**src/hdl/aes_defs.svh**
```systemverilog
`ifndef AES_DEFS_SVH
`define AES_DEFS_SVH

// Block and key width for AES-128
`define AES_BLOCK_W 128

`define AES_WORD_W 32   // One key word or state column

`define AES_NR 10        // Rounds for a 128-bit key

`define AES_RND_W 4      // Holds round numbers 0 to 10

`endif

```
**src/hdl/round_counter.sv**
```systemverilog
`timescale 1ns/100ps
`include "aes_defs.svh"

module round_counter (
    input  logic                  clk,
    input  logic                  rst_n,
    input  logic                  load_one,
    input  logic                  load_ten,
    input  logic                  count_up,
    input  logic                  count_down,
    output logic [`AES_RND_W-1:0] round,
    output logic                  at_ten,
    output logic                  at_zero
);

    always_ff @(posedge clk or negedge rst_n) begin
        if (!rst_n) begin
            round <= `AES_RND_W'd1;
        end else if (load_one) begin
            round <= `AES_RND_W'd1;          // Miss, start forward expansion
        end else if (load_ten) begin
            round <= `AES_RND_W'(`AES_NR);   // Hit, K10 already cached
        end else if (count_up) begin
            round <= round + 1'b1;
        end else if (count_down) begin
            round <= round - 1'b1;
        end
    end

    assign at_ten  = (round == `AES_RND_W'(`AES_NR));
    assign at_zero = (round == '0);

    // Controller must stop counting at both ends
    a_round_range: assert property (@(posedge clk) disable iff (!rst_n)
        round <= `AES_RND_W'(`AES_NR));

    a_one_cmd: assert property (@(posedge clk) disable iff (!rst_n)
        $onehot0({load_one, load_ten, count_up, count_down}));

endmodule

```
**config.mk**
```make
export PLATFORM = sky130hd
export DESIGN_NAME = round_counter
export DESIGN_NICKNAME = d
export VERILOG_FILES = /design/src/hdl/round_counter.sv
export VERILOG_INCLUDE_DIRS = /design/src /design/src/hdl
export SDC_FILE = /design/constraint.sdc
export NUM_CORES = 1
export LEC_CHECK = 0
export ABC_AREA = 1
export BUFFER_PORTS_ARGS = -buffer_cell sky130_fd_sc_hd__buf_2
export CORE_AREA = 5 5 42 44
export DETAILED_ROUTE_END_ITERATION = 8
export DIE_AREA = 0 0 47 49
export HOLD_SLACK_MARGIN = 0.1
export SLEW_MARGIN = 20
export SYNTH_ARGS = -nofsm -noshare
export SYNTH_HDL_FRONTEND = slang
export SYNTH_SLANG_ARGS = --single-unit
```
**constraint.sdc**
```tcl
create_clock -name clk -period 3.8 [get_ports clk]
set_input_delay 0.76 -clock clk [delete_from_list [all_inputs] [get_ports clk]]
set_output_delay 0.76 -clock clk [all_outputs]
set_load 0.05 [all_outputs]
```
==> flow_results.org <==
** Setup path
- The worst setup path is captured at an output port.
- Maximum fanout along the worst path :: 5
- For the worst setup path, the data required time is 3.04 ns.
- Worst path arrival time :: 1.26 ns
- Startpoint-to-endpoint class of the critical path :: flip-flop to output port
- Worst Setup Start Kind :: flip-flop
- The worst register-to-register path has a depth of 6.

** Finish
- The register with the most flip-flops in the final layout is round.
- Signed area change from the synthesized netlist to the final layout :: 32.40%
- With fillers left out, the area of the finished cells amounts to 414.1 sq um.
- At the end of the flow, the number of nets in the layout was 68.
- Largest register FFs :: 4
- Diodes inserted :: 0
- Largest regs :: round: 4 flops
- Of the cells placed in the final design, the portion with a size suffix greater than 1 is 0.3276.

** Power and ir drop
- In this run the power spent charging and discharging nets is 69.46 uW.
- Sw frac :: 0.3939
- The worst-case IR drop observed on VDD is 0.2209 mV.
- Clock network fraction of design power :: 0.326
- PnR Total Power :: 176.3 uW
- In this run the static leakage power is 0.0002428 uW.
- Share of power burned in registers :: 0.316
- For this design the ratio of total power to cell area is 425.8 mW/mm^2.
- Of the total power, combinational logic draws 0.357.
- Internal power comes to 106.9 uW.

** Floorplanning
- The floorplan has 14 rows.
- Die ar. :: 0.002303 sq mm
- In this run the count of I/O pins placed on the die edge is 12.
- Core region area :: 0.001401 sq mm
- Chip Height :: 49 microns
- Initial Utilization :: 0.2232
- Overall die width :: 47 microns

** Worst hold path
- The worst hold path belongs to the class input pin to asynchronous set/reset pin.

** Placement
- In this run the cell area measured after placement is 387.9 sq um.
- Summed over all nets, the half-perimeter wirelength after detailed placement is 605.7 microns.
- The congestion estimate from routability-driven global placement came to 0.7441.
- Buffers on Ports :: 11
- Dpl ws :: 1.915 ns

** Timing
- Adding up every negative setup slack in the final design gives 0 ns.
- Maximum achievable frequency :: 0.4956 GHz
- The clock period could shrink to 2.018 ns.
- Setup skew after layout :: 0.007628 ns
- Worst Tran Pin Value :: 0.2527 ns
- The count of endpoints failing hold in the final timing report was 0.
- Minimum hold slack :: 0.3151 ns
- RSZ-0062 raised after global routing :: no
- In this run the tightest slew margin relative to its limit is 0.8327.
- In the post-route analysis, the smallest setup slack over all paths is 1.782 ns.
- Of the available clock period, the critical path in the final layout requires 0.5310.
- Number of endpoints failing setup at the final stage :: 0
- Slew Viols, Final :: 0

** Synthesis
- The share of the Yosys chip area taken by registers is 0.3240.
- Register bit count reported by yosys :: 4
- For this run, the leading register cell type out of synthesis is sky130_fd_sc_hd__dfrtp_1.
- After synthesis, the cell types taking the most area are sky130_fd_sc_hd__dfrtp_1 24%, sky130_fd_sc_hd__nand2_1 14%, sky130_fd_sc_hd__dfstp_2 8.4%, sky130_fd_sc_hd__inv_1 8.4%, sky130_fd_sc_hd__ha_1 8.0%.
- A synthesized cell averages 7.274 sq um.
- Share of synthesized flip-flops with an asynchronous set or reset :: 1.000
- Yosys printed 0 warnings.
- Most instantiated cells after synthesis :: 12 x sky130_fd_sc_hd__nand2_1, 7 x sky130_fd_sc_hd__inv_1, 3 x sky130_fd_sc_hd__dfrtp_1, 3 x sky130_fd_sc_hd__nand3_1
- Of the post-synthesis cell area, the dominant cell type holds 0.2400.
- Of all cell types, the one taking the most synthesized area is sky130_fd_sc_hd__dfrtp_1.
- Mapped Nets :: 52
- The cell area that synthesis handed to floorplanning was 312.8 sq um.
- Post-synth EDFFs :: 0
- Gate count of the mapped netlist :: 43
- The synthesized netlist contains 17 unique library cells.
- Among all cell types in the netlist, the one instantiated most often is sky130_fd_sc_hd__nand2_1.

** Detailed routing
- For this run, the detailed router's first-pass iteration total came to 1.
- For this run, design rule violations remaining after detail routing come to 0.
- In the final routed layout, each cell accounts on average for 9.554 microns.
- Remaining number of nets flagged by the antenna check after routing :: 0
- Violation count after the first detailed-route iteration :: 0
- Using the TritonRoute via totals, the vias-per-cell ratio works out to 4.176.
- Post-detailed-routing wire length :: 707 microns
- The routed layout has 309 vias.

** Clocking
- For the worst-skew pair, the clock arrives at the later sink with an insertion delay of 0.24 ns.
- Hold repair after CTS inserted 0 buffers.
- CTS built an H-tree with a depth of 1.
- Clk Tree Root Cell :: sky130_fd_sc_hd__clkbuf_4
- Setup Buffers After CTS :: 0
- The clock passes through at most 2 buffers.
- In this run, post-CTS repair resized a total of 0 instances.
- The clock drives 4 sinks.
- Reg clk slew, reported paths :: 0.04 ns
- TritonCTS built the clock tree.
- Total CTS buffers :: 3

** Global routing
- The first global-routing pass estimated 1228 microns of wire.
- Antenna violations before repair :: 0
- Entering global routing, the biggest net connects 8 pins.
- Vias in the first global route :: 296
- Global-route congestion overflow total :: 0
- In the global route stage, overall resource usage came out at 0.07578.

** Job
- Max-cap violations :: 0

** Outcome
- Status :: finished clean
## path summary, 6_finish.rpt
check / from / end / slack, ns
min reg2reg: round[3] / round[3] / 0.57
min in group clk: round[3] / round[3] / 0.57
max reg2reg: round[2] / round[3] / 2.42
min: rst_n / round[2] / 0.32
max in group asynchronous: rst_n / round[0] / 3.28
max: round[1] / at_ten / 1.78
## kinds of logic (layout without fill, tap and decap cells)
group | after synthesis | count (layout) | synth area share
AND/OR/NAND/NOR | 23 | 23 | 0.3360
XOR/XNOR | 1 | 1 | 0.02801
flip-flops | 4 | 4 | 0.3240
buffers and inverters | 8 | 23 | 0.09600
AO/OA/AOI/OAI | 4 | 4 | 0.07199
adder cells (fa/ha/maj) | 3 | 3 | 0.1440
## final cells by class
type                    count  area, sq um
repair buffers             11        55.05
clock buffers               4        26.28
well taps                  16        20.02
multi-input cells          31        181.4
flip-flops and latches      4        101.3
fillers                   172        987.2
inverters                   8        30.03
## through the flow
step	util	std cells
6_report	0.2955	74
5_1_grt	0.2955	74
2_1_floorplan	-	43
3_5_place_dp	0.2768	70
4_1_cts	0.2955	74
3_3_place_gp	0.2768	70
## cells in the final DEF, fill, tap and decap left out
cell                       synthesis  final
sky130_fd_sc_hd__fa_1              1      1
sky130_fd_sc_hd__dfstp_2           1      1
sky130_fd_sc_hd__nand2_2           2      2
sky130_fd_sc_hd__o21ai_1           2      2
sky130_fd_sc_hd__inv_1             7      7
sky130_fd_sc_hd__dfrtp_1           3      3
sky130_fd_sc_hd__nor2_2            1      1
sky130_fd_sc_hd__nor4_1            2      2
sky130_fd_sc_hd__buf_2             0     11
sky130_fd_sc_hd__nand3_1           3      3
sky130_fd_sc_hd__o21ai_0           1      1
sky130_fd_sc_hd__nor2_1            2      2
sky130_fd_sc_hd__clkbuf_4          0      3
sky130_fd_sc_hd__clkbuf_1          0      1
sky130_fd_sc_hd__inv_2             1      1
sky130_fd_sc_hd__xor2_1            1      1
sky130_fd_sc_hd__nand2_1          12     12
sky130_fd_sc_hd__or2_1             1      1
sky130_fd_sc_hd__o21a_1            1      1
sky130_fd_sc_hd__ha_1              2      2
## critical path: stages, from the launching register on
cell and delay (ns):
sky130_fd_sc_hd__dfrtp_1 0.42, sky130_fd_sc_hd__inv_1 0.08, sky130_fd_sc_hd__nor4_1 0.22, sky130_fd_sc_hd__buf_2 0.31
## power groups by stage
stage	logic (uW)	registers (uW)	clock network, uW
after floorplan	31.0	71.5	0
after global placement	63.2	56.3	0
after detailed placement	63.6	56.5	0
after CTS	63.9	56.0	60.9
after global routing	70.1	57.0	66.5
final	63.0	55.8	57.5
## metal layers
layer / routed length [microns] / up-vias / global-route usage / part of all wire
met5: 0 / - / 0 / 0
met4: 0 / 0 / 0.04147 / 0
met3: 28 / 0 / 0.03690 / 0.040
met2: 386 / 4 / 0.1109 / 0.55
met1: 292 / 140 / 0.08725 / 0.41
li1: - / 165 / - / -
Power figures use the tool's default switching activity.
