$ cat src/hdl/aes_defs.svh
`ifndef AES_DEFS_SVH
`define AES_DEFS_SVH

// Block and key width for AES-128
`define AES_BLOCK_W 128

`define AES_WORD_W 32   // One key word or state column

`define AES_NR 10        // Rounds for a 128-bit key

`define AES_RND_W 4      // Holds round numbers 0 to 10

`endif

$ cat src/hdl/aes_data_pkg.sv
`include "aes_defs.svh"

package aes_data_pkg;

    // Full state or cipher key, byte 0 in the top bits
    typedef logic [`AES_BLOCK_W-1:0] block_t;

    // Key word or one state column
    typedef logic [`AES_WORD_W-1:0] word_t;

    typedef logic [7:0] byte_t;   // GF(2^8) element

endpackage

$ cat src/hdl/aes_ctrl_pkg.sv
package aes_ctrl_pkg;

    typedef enum logic [1:0] {
        ST_IDLE     = 2'b00,  // Waiting for a strobe
        ST_K10_CALC = 2'b01,  // Forward key expansion up to K10
        ST_DECRYPT  = 2'b10   // One inverse round per cycle
    } fsm_state_t;

    typedef enum logic [1:0] {
        KX_HOLD    = 2'b00,
        KX_LOAD    = 2'b01,
        KX_FORWARD = 2'b10,
        KX_REVERSE = 2'b11
    } kx_op_t;

    typedef enum logic [1:0] {
        STEP_HOLD   = 2'b00,
        STEP_FIRST  = 2'b01,  // Round 10 has no InvMixColumns
        STEP_MIDDLE = 2'b10,
        STEP_LAST   = 2'b11   // Final AddRoundKey with K0
    } dec_step_t;

endpackage

$ cat src/hdl/dec_fsm.sv
`timescale 1ns/100ps
`include "aes_defs.svh"

module dec_fsm (
    input  logic                    clk,
    input  logic                    rst_n,
    input  logic                    valid_in,
    input  aes_data_pkg::block_t    key_in,
    input  logic [`AES_RND_W-1:0]   round,
    input  logic                    at_ten,
    input  logic                    at_zero,
    input  aes_data_pkg::block_t    round_key,
    output aes_ctrl_pkg::kx_op_t    kx_op,
    output aes_data_pkg::block_t    load_key,
    output aes_ctrl_pkg::dec_step_t dec_step,
    output logic                    capture,
    output logic                    cnt_load_one,
    output logic                    cnt_load_ten,
    output logic                    cnt_up,
    output logic                    cnt_down,
    output logic                    valid_out,
    output logic                    busy
);

    aes_ctrl_pkg::fsm_state_t state;
    aes_ctrl_pkg::fsm_state_t next_state;
    aes_data_pkg::block_t     cache_key;   // Last key accepted
    aes_data_pkg::block_t     cache_k10;   // Its final round key
    logic                     cache_valid;
    logic                     key_hit;
    logic                     accept;

    assign key_hit = cache_valid && (cache_key == key_in);
    assign accept  = valid_in && (state == aes_ctrl_pkg::ST_IDLE);
    assign capture = accept;
    assign busy    = (state != aes_ctrl_pkg::ST_IDLE);

    assign load_key = key_hit ? cache_k10 : key_in;

    assign cnt_load_one = accept && !key_hit;
    assign cnt_load_ten = accept && key_hit;
    assign cnt_up       = (state == aes_ctrl_pkg::ST_K10_CALC) && !at_ten;
    assign cnt_down     = (state == aes_ctrl_pkg::ST_DECRYPT) && !at_zero;

    always_comb begin
        next_state = state;
        case (state)
            aes_ctrl_pkg::ST_IDLE:
                if (valid_in) next_state = key_hit ? aes_ctrl_pkg::ST_DECRYPT
                                                   : aes_ctrl_pkg::ST_K10_CALC;
            aes_ctrl_pkg::ST_K10_CALC:
                if (at_ten) next_state = aes_ctrl_pkg::ST_DECRYPT;
            aes_ctrl_pkg::ST_DECRYPT:
                if (at_zero) next_state = aes_ctrl_pkg::ST_IDLE;
            default: next_state = aes_ctrl_pkg::ST_IDLE;
        endcase
    end

    always_comb begin
        case (state)
            aes_ctrl_pkg::ST_IDLE:     kx_op = aes_ctrl_pkg::KX_LOAD;
            aes_ctrl_pkg::ST_K10_CALC: kx_op = aes_ctrl_pkg::KX_FORWARD;
            aes_ctrl_pkg::ST_DECRYPT:  kx_op = aes_ctrl_pkg::KX_REVERSE;
            default:                   kx_op = aes_ctrl_pkg::KX_HOLD;
        endcase
    end

    // Round 10 is the first inverse round, round 0 the closing key add
    always_comb begin
        if (state != aes_ctrl_pkg::ST_DECRYPT) begin
            dec_step = aes_ctrl_pkg::STEP_HOLD;
        end else if (round == `AES_RND_W'(`AES_NR)) begin
            dec_step = aes_ctrl_pkg::STEP_FIRST;
        end else if (round == '0) begin
            dec_step = aes_ctrl_pkg::STEP_LAST;
        end else begin
            dec_step = aes_ctrl_pkg::STEP_MIDDLE;
        end
    end

    always_ff @(posedge clk or negedge rst_n) begin
        if (!rst_n) begin
            state       <= aes_ctrl_pkg::ST_IDLE;
            valid_out   <= 1'b0;
            cache_valid <= 1'b0;
            cache_key   <= '0;
            cache_k10   <= '0;
        end else begin
            state     <= next_state;
            valid_out <= (state == aes_ctrl_pkg::ST_DECRYPT) && at_zero;
            if (accept) begin
                cache_key   <= key_in;
                cache_valid <= 1'b1;
            end
            // Key register holds K10 on entry to decryption
            if ((state == aes_ctrl_pkg::ST_DECRYPT) && at_ten) cache_k10 <= round_key;
        end
    end

    a_valid_pulse: assert property (@(posedge clk) disable iff (!rst_n)
        valid_out |=> !valid_out);

endmodule

$ cat config.mk
export PLATFORM = sky130hd
export DESIGN_NAME = dec_fsm
export DESIGN_NICKNAME = d
export VERILOG_FILES = /design/src/hdl/aes_data_pkg.sv /design/src/hdl/aes_ctrl_pkg.sv /design/src/hdl/dec_fsm.sv
export VERILOG_INCLUDE_DIRS = /design/src /design/src/hdl
export SDC_FILE = /design/constraint.sdc
export NUM_CORES = 1
export LEC_CHECK = 0
export BUFFER_PORTS_ARGS = -buffer_cell sky130_fd_sc_hd__buf_2
export CORE_MARGIN = 3
export CORE_UTILIZATION = 56
export CTS_CLUSTER_SIZE = 25
export DETAILED_ROUTE_END_ITERATION = 12
export PLACE_DENSITY = 0.88
export SYNTH_ARGS = -nofsm -noshare
export SYNTH_HDL_FRONTEND = slang
export SYNTH_SLANG_ARGS = --single-unit
$ cat constraint.sdc
create_clock -name clk -period 4.35 [get_ports clk]
set_input_delay 0.435 -clock clk [delete_from_list [all_inputs] [get_ports clk]]
set_output_delay 0.435 -clock clk [all_outputs]
set_load 0.02 [all_outputs]
==> reports/results.tsv, run 1 <==
stage	metric	value	unit
run_status	status	finished with violations	
run_status	violations	negative hold slack	
worst_hold_path	min_path_type	in2async	
timing	max_freq	251	MHz
clocking	cts_sinks	260	
power_and_ir_drop	power_density	619	nW/um^2
clocking	insertion_delay	530	ps
placed_design	pre_cts_ws	829	ps
critical_path	max_stage_delay	460	ps
run	cap_violations	0	
timing	rsz0062_at_grt	no	
power_and_ir_drop	irDropWorstVdd	0.000393	V
timing	slew_headroom	34.3	%
die	die_x	157	microns
yosys	synth_most_common_cell	mux2_2	
timing	setup_viol	0	
timing	holdWs	-40.7	ps
die	initial_utilization	57.9	%
placed_design	dpl_cell_area	15100	sq um
die	pin_count	404	
drt	via_per_inst	5.67	
cells_and_area	drive_gt1_share	52.1	%
critical_path	slowest_stage	nor4_4	
cells_and_area	final_cells	1691	
drt	vias	9587	
global_route	grt_pass1_wl	54900	microns
placed_design	dp_cells	1640	
cells_and_area	fin_area	16100	sq um
die	num_rows	54	
critical_path	cp.required	3910	ps
global_route	antenna_found_initial	2	
critical_path	path_class	reg2out	
die	core_area	22200	sq um
clocking	h-tree-depth	1	
yosys	synth_common_cells	273 x mux2_2, 260 x dfrtp_1, 76 x mux2_1, 64 x xnor2_1, 41 x nand2_1	
critical_path	crit_arrival	3540	ps
die	fp.dieH	157	microns
yosys	avgSynthCellArea	12.9	sq um
yosys	seq_area_frac_synth	50.7	%
cells_and_area	diodes	0	
clocking	post_cts_buffers	0	
yosys	yosysTopAreaCellShare	50.7	%
clocking	cts_tree	yes	
timing	setup_ws	374	ps
global_route	grt_pass1_vias	10200	
clocking	cts.path.max_buffers	3	
critical_path	path_cells	nor2b_1 -> a2111o_1 -> a2111oi_0 -> nand4_1 -> nor4_4 -> buf_12 -> mux2_1 -> buf_2	
yosys	synth_warnings	0	
cells_and_area	fillers	1522	
placed_design	io_buffers	403	
critical_path	crit_fanout	73	
cells_and_area	area.growth.synth_to_final	25.7	%
critical_path	worstSetupEndpointType	output pin	
timing	finClkSkew	12.8	ps
placed_design	place_congestion	0.884	
global_route	grt_max_degree	125	
timing	hold_viol	7	
critical_path	startpoint	cache_key[8]	
drt	firstDrtPassIters	4	
critical_path	cp-start-kind	flip-flop	
yosys	synth_area_leaders	dfrtp_1 51%, mux2_2 24%, mux2_1 6.7%	
placed_design	dp_hpwl	27300	microns
clocking	numCtsBuffers	29	
clocking	clk_pin_slew	60	ps
global_route	grt_usage	28.6	%
drt	drtIter0Drc	558	
drt	ant_nets	0	
drt	wl_per_cell	21.5	microns
timing	final.setup.tns	0	ps
critical_path	r2r_start	cache_key[8]	
yosys	synth_cells	993	
timing	period_share	91.4	%
yosys	syn_nets	1262	
power_and_ir_drop	power	9.99	mW
yosys	ys_ff_latch	260	
die	die-area	24800	sq um
drt	drc_errors	0	
yosys	ys_async_sr_fraction	100	%
clocking	cts_resized	0	
yosys	synth_area_leader_cell	dfrtp_1	
cells_and_area	utilization	72.8	%
yosys	syn_area	12800	sq um
cells_and_area	nets	1660	
timing	slew_violations	0	
timing	finalCriticalPeriod	3980	ps
yosys	synth_cell_types	34	
drt	wl	36300	microns
yosys	synth-main-ff-cell	dfrtp_1	
global_route	grt.overflow.total	0	
yosys	synth-edff-count	0	
clocking	hold_buffers	0	
power_and_ir_drop	p_leak	7.43	nW
clocking	cts-root-buf	clkbuf_16	
timing	worst_pin_slew	985	ps
[critical path, delay by kind of cell, from the launching register on]
family	cells	cell delay (ps)
flip-flops	1	380
AND/OR/NAND/NOR	3	810
buffers and inverters	2	540
multiplexers	1	400
AO/OA/AOI/OAI	2	810
[cell usage in the layout, fill, tap and decap left out, drive strengths merged, types with 12 or more instances in the layout]
cell    instances
nor4           15
inv            39
nor2b          39
buf           412
o21ai          36
nand4          19
nand2b         24
nand2          41
dfrtp         260
a2111o         12
mux2          349
clkbuf         44
xnor2          64
[path summary, 6_finish.rpt]
kind	endpoint	cells after the start	slack, ps
hold reg to reg	cache_valid	1	490
hold / removal	cache_k10[110]	1	-40
setup / recovery	load_key[59]	8	370
setup reg to reg	state[0]	7	1700
max in group asynchronous	cache_k10[99]	2	3250
min in group clk	cache_k10[41]	2	130
[final cells by class]
type                            count  area [sq um]  area share (%)
Clock buffer                       44           892            5.53
Tap cell                          280           350            2.17
Multi-Input combinational cell    649          5980            37.1
Timing Repair Buffer              412          2160            13.4
Sequential cell                   260          6510            40.3
Inverter                           39           149           0.923
Clock inverter                      7          88.8           0.551
[sequential cells by signal, indices dropped and copies added, names as in the netlist]
register and count:
cache_valid 1, valid_out 1, cache_key 128, cache_k10 128, state 2
[logic make-up (layout without fill, tap and decap cells)]
| kind of cell | count (synthesis) | count (layout) | share of synthesized area [%] |
|---|---|---|---|
| DFF | 260 | 260 | 50.7 |
| buffers and inverters | 84 | 502 | 2.77 |
| adders and majority gates | 4 | 4 | 0.390 |
| and+or+nand+nor | 147 | 147 | 6.34 |
| muxes | 349 | 349 | 30.6 |
| xor gates and xnor gates | 73 | 73 | 4.98 |
| AOI/OAI and AO/OA | 76 | 76 | 4.17 |
[power by group]
| part | internal, mW | switching [mW] |
|---|---|---|
| clock | 1.52 | 0.965 |
| sequential | 3.65 | 0.715 |
| combinational | 1.73 | 1.41 |
| total | 6.90 | 3.09 |
[metal layers]
| layer | vias up | wire (microns) | global-route usage [%] |
|---|---|---|---|
| li1 | 4329 | - | - |
| met1 | 4764 | 13600 | 33.4 |
| met2 | 404 | 19000 | 52.8 |
| met3 | 88 | 2140 | 4.78 |
| met4 | 2 | 1520 | 10.4 |
| met5 | - | 7 | 0 |
Note: power is estimated with default switching activity, not from simulation.
==> run 2, diff against run 1 <==
Settings changed: CORE_UTILIZATION 56 to 30, PLACE_DENSITY 0.88 to 0.53.
==> run 2 against run 1 <==
  * The flow now finishes without violations
  * Worst setup slack got worse by 140 ps
  * Critical path depth rose by 2
  * Non-clock buffer count rose by 9
  * Critical endpoint is now load_key[38]
==> reports/results.tsv, run 2 (synthesized netlist as in run 1, its figures left out) <==
stage	metric	value	unit	change
global_route	grt_usage	17.6	%	-11 points
critical_path	path_cells	xnor2_1 -> nand4_1 -> nor4_1 -> buf_4 -> nand4_1 -> nor4_4 -> buf_12 -> buf_4 -> mux2_2 -> buf_2		
drt	drtIter0Drc	448		-20%
power_and_ir_drop	power_density	616	nW/um^2	-0.52%
critical_path	crit_arrival	3680	ps	+140 ps
critical_path	crit_family	simple AND/OR/NAND/NOR gates		
critical_path	cp.required	3910	ps	about the same
run	cap_violations	0		unchanged
critical_path	max_stage_delay	470	ps	about the same
drt	firstDrtPassIters	4		unchanged
die	die_x	213	microns	+35%
worst_hold_path	min_path_type	in2reg		
worst_hold_path	hold_end	cache_k10[12]		
cells_and_area	final_common_cell	buf_2		
die	pin_count	404		unchanged
critical_path	slowest_stage	xnor2_1		
power_and_ir_drop	seqPwrFrac	41.8	%	-1.9 points
cells_and_area	drive_gt1_share	52.4	%	+0.29 points
timing	rsz0062_at_grt	no		
critical_path	crit_fanout	43		-41%
drt	via_per_inst	4.69		-17%
timing	max_freq	243	MHz	-3.5%
power_and_ir_drop	switching_share	30.5	%	-0.42 points
global_route	grt_pass1_wl	59700	microns	+8.7%
global_route	grt_pass1_vias	9607		-5.6%
critical_path	cp-start-kind	flip-flop		
global_route	grt_max_degree	117		-6.4%
power_and_ir_drop	clock_power_share	27.4	%	+2.5 points
timing	finClkSkew	15.7	ps	+2.89 ps
clocking	cts-root-buf	clkbuf_16		
timing	slew_violations	0		unchanged
global_route	antenna_found_initial	6		+4
clocking	cts.path.max_buffers	3		unchanged
timing	holdWs	92.9	ps	+134 ps
cells_and_area	nets	1671		+0.66%
worst_hold_path	whs_path_depth	2		
critical_path	r2r_end	state[1]		
power_and_ir_drop	p_leak	7.55	nW	+1.7%
power_and_ir_drop	power_switching	3.14	mW	+1.6%
cells_and_area	multi_input_area	5990	sq um	+0.13%
timing	slew_headroom	38.1	%	+3.7 points
clocking	cts_sinks	260		unchanged
critical_path	r2r_slack	1500	ps	-200 ps
timing	final.setup.tns	0	ps	unchanged
global_route	grt.overflow.total	0		unchanged
cells_and_area	layout.area.seq	6510	sq um	unchanged
cells_and_area	final_cell_mix	402 x buf_2, 273 x mux2_2, 260 x dfrtp_1		
critical_path	worstSetupEndpointType	output pin		
placed_design	io_buffers	403		unchanged
power_and_ir_drop	intPower	7.15	mW	+3.7%
timing	finalCriticalPeriod	4120	ps	+142 ps
timing	setup_viol	0		unchanged
die	fp.dieH	213	microns	+35%
timing	worst_pin_slew	929	ps	-56.0 ps
clocking	insertion_delay	570	ps	+40 ps
critical_path	r2r_start	cache_key[106]		
clocking	numCtsBuffers	31		+6.9%
die	core_area	42100	sq um	+90%
clocking	h-tree-depth	1		unchanged
timing	period_share	94.7	%	+3.3 points
die	initial_utilization	30.4	%	-27 points
clocking	clk_pin_slew	60	ps	about the same
placed_design	place_congestion	0.812		-8.2%
timing	hold_viol	0		-7
die	num_rows	75		+39%
die	die-area	45300	sq um	+83%
power_and_ir_drop	irDropWorstVdd	0.000378	V	-3.9%
drt	vias	9228		-3.7%
cells_and_area	area.growth.synth_to_final	30.2	%	
drt	wl	40700	microns	+12%
critical_path	r2r_cells	9		+2
worst_hold_path	worstHoldStart	round_key[12]		
drt	wl_per_cell	20.7	microns	-3.7%
cells_and_area	fillers	4100		+170%
critical_path	crit_buf_inv	4		+2
placed_design	dp_hpwl	31300	microns	+15%
clocking	cts_tree	yes		
drt	drc_errors	0		unchanged
drt	ant_nets	0		unchanged
critical_path	path_class	reg2out		
power_and_ir_drop	comb_power_share	30.8	%	-0.6 points
run_status	status	finished clean		
cells_and_area	biggestRegsByFlops	cache_k10 x128, cache_key x128, state x2		
[run 2: cell count changes in the layout (fill, tap and decap cells not counted), moves of 2 or more]
cell / delta
buf_4: +5
buf_12: +3
bufinv_16: +3
clkbuf_1: +3
clkbuf_16: +2
diode_2: +2
[run 2: what timing repair did]
item                       4_1_cts  5_1_grt
gates resized for setup          1        0
buffers inserted                 0        0
hold buffers                     1        0
setup endpoints to repair       66        0
hold endpoints to repair         6        0
[run 2: power by group through the flow]
stage	Sequential (mW)	Clock, mW	Combinational (mW)
global placement	4.31	0	3.16
global route	4.47	3.01	3.50
CTS	4.31	2.91	3.24
detailed placement	4.34	0	3.23
finish	4.31	2.82	3.17
floorplan	4.15	0	2.35
[run 2: how the worst max path moves through the flow]
stage / startpoint / cells after the start / end / slack (ps)
2_1_floorplan: key_in[71] / 8 / load_key[100] / 1340
3_3_place_gp: key_in[104] / 10 / load_key[43] / 460
3_5_place_dp: key_in[104] / 10 / load_key[73] / 420
4_1_cts: cache_key[98] / 10 / load_key[73] / 150
5_1_grt: cache_key[19] / 9 / load_key[31] / 60
6_report: cache_key[106] / 10 / load_key[38] / 230
[run 2: through the flow]
stage,setup WS (ps),total power [mW],util (%),instances,area (sq um)
floorplan,1340,6.51,-,993,12800
global placement,461,7.47,37.0,1907,15600
detailed placement,421,7.57,37.0,1907,15600
CTS,153,10.5,39.6,1965,16700
finish,231,10.3,39.7,1967,16700
global route,58.6,11.0,39.6,1966,16700
[run 2: final cells by class]
| class | count | area share (%) |
|---|---|---|
| sequential | 260 | 38.9 |
| multi-input combinational | 649 | 35.9 |
| timing repair buffer | 421 | 13.6 |
| clock buffer | 48 | 5.62 |
| tap | 539 | 4.04 |
| clock inverter | 9 | 1.04 |
| inverter | 39 | 0.906 |
| antenna | 2 | 0.0300 |
[run 2: per-layer routing]
metal / GRT usage (%) / wire (microns) / part of all wire [%] / up-vias
met5: 0 / 7 / 0.017 / -
met4: 3.44 / 745 / 1.8 / 2
met3: 3.03 / 1950 / 4.8 / 53
met2: 30.3 / 19700 / 48 / 258
met1: 23.5 / 18300 / 45 / 4575
li1: - / - / - / 4340
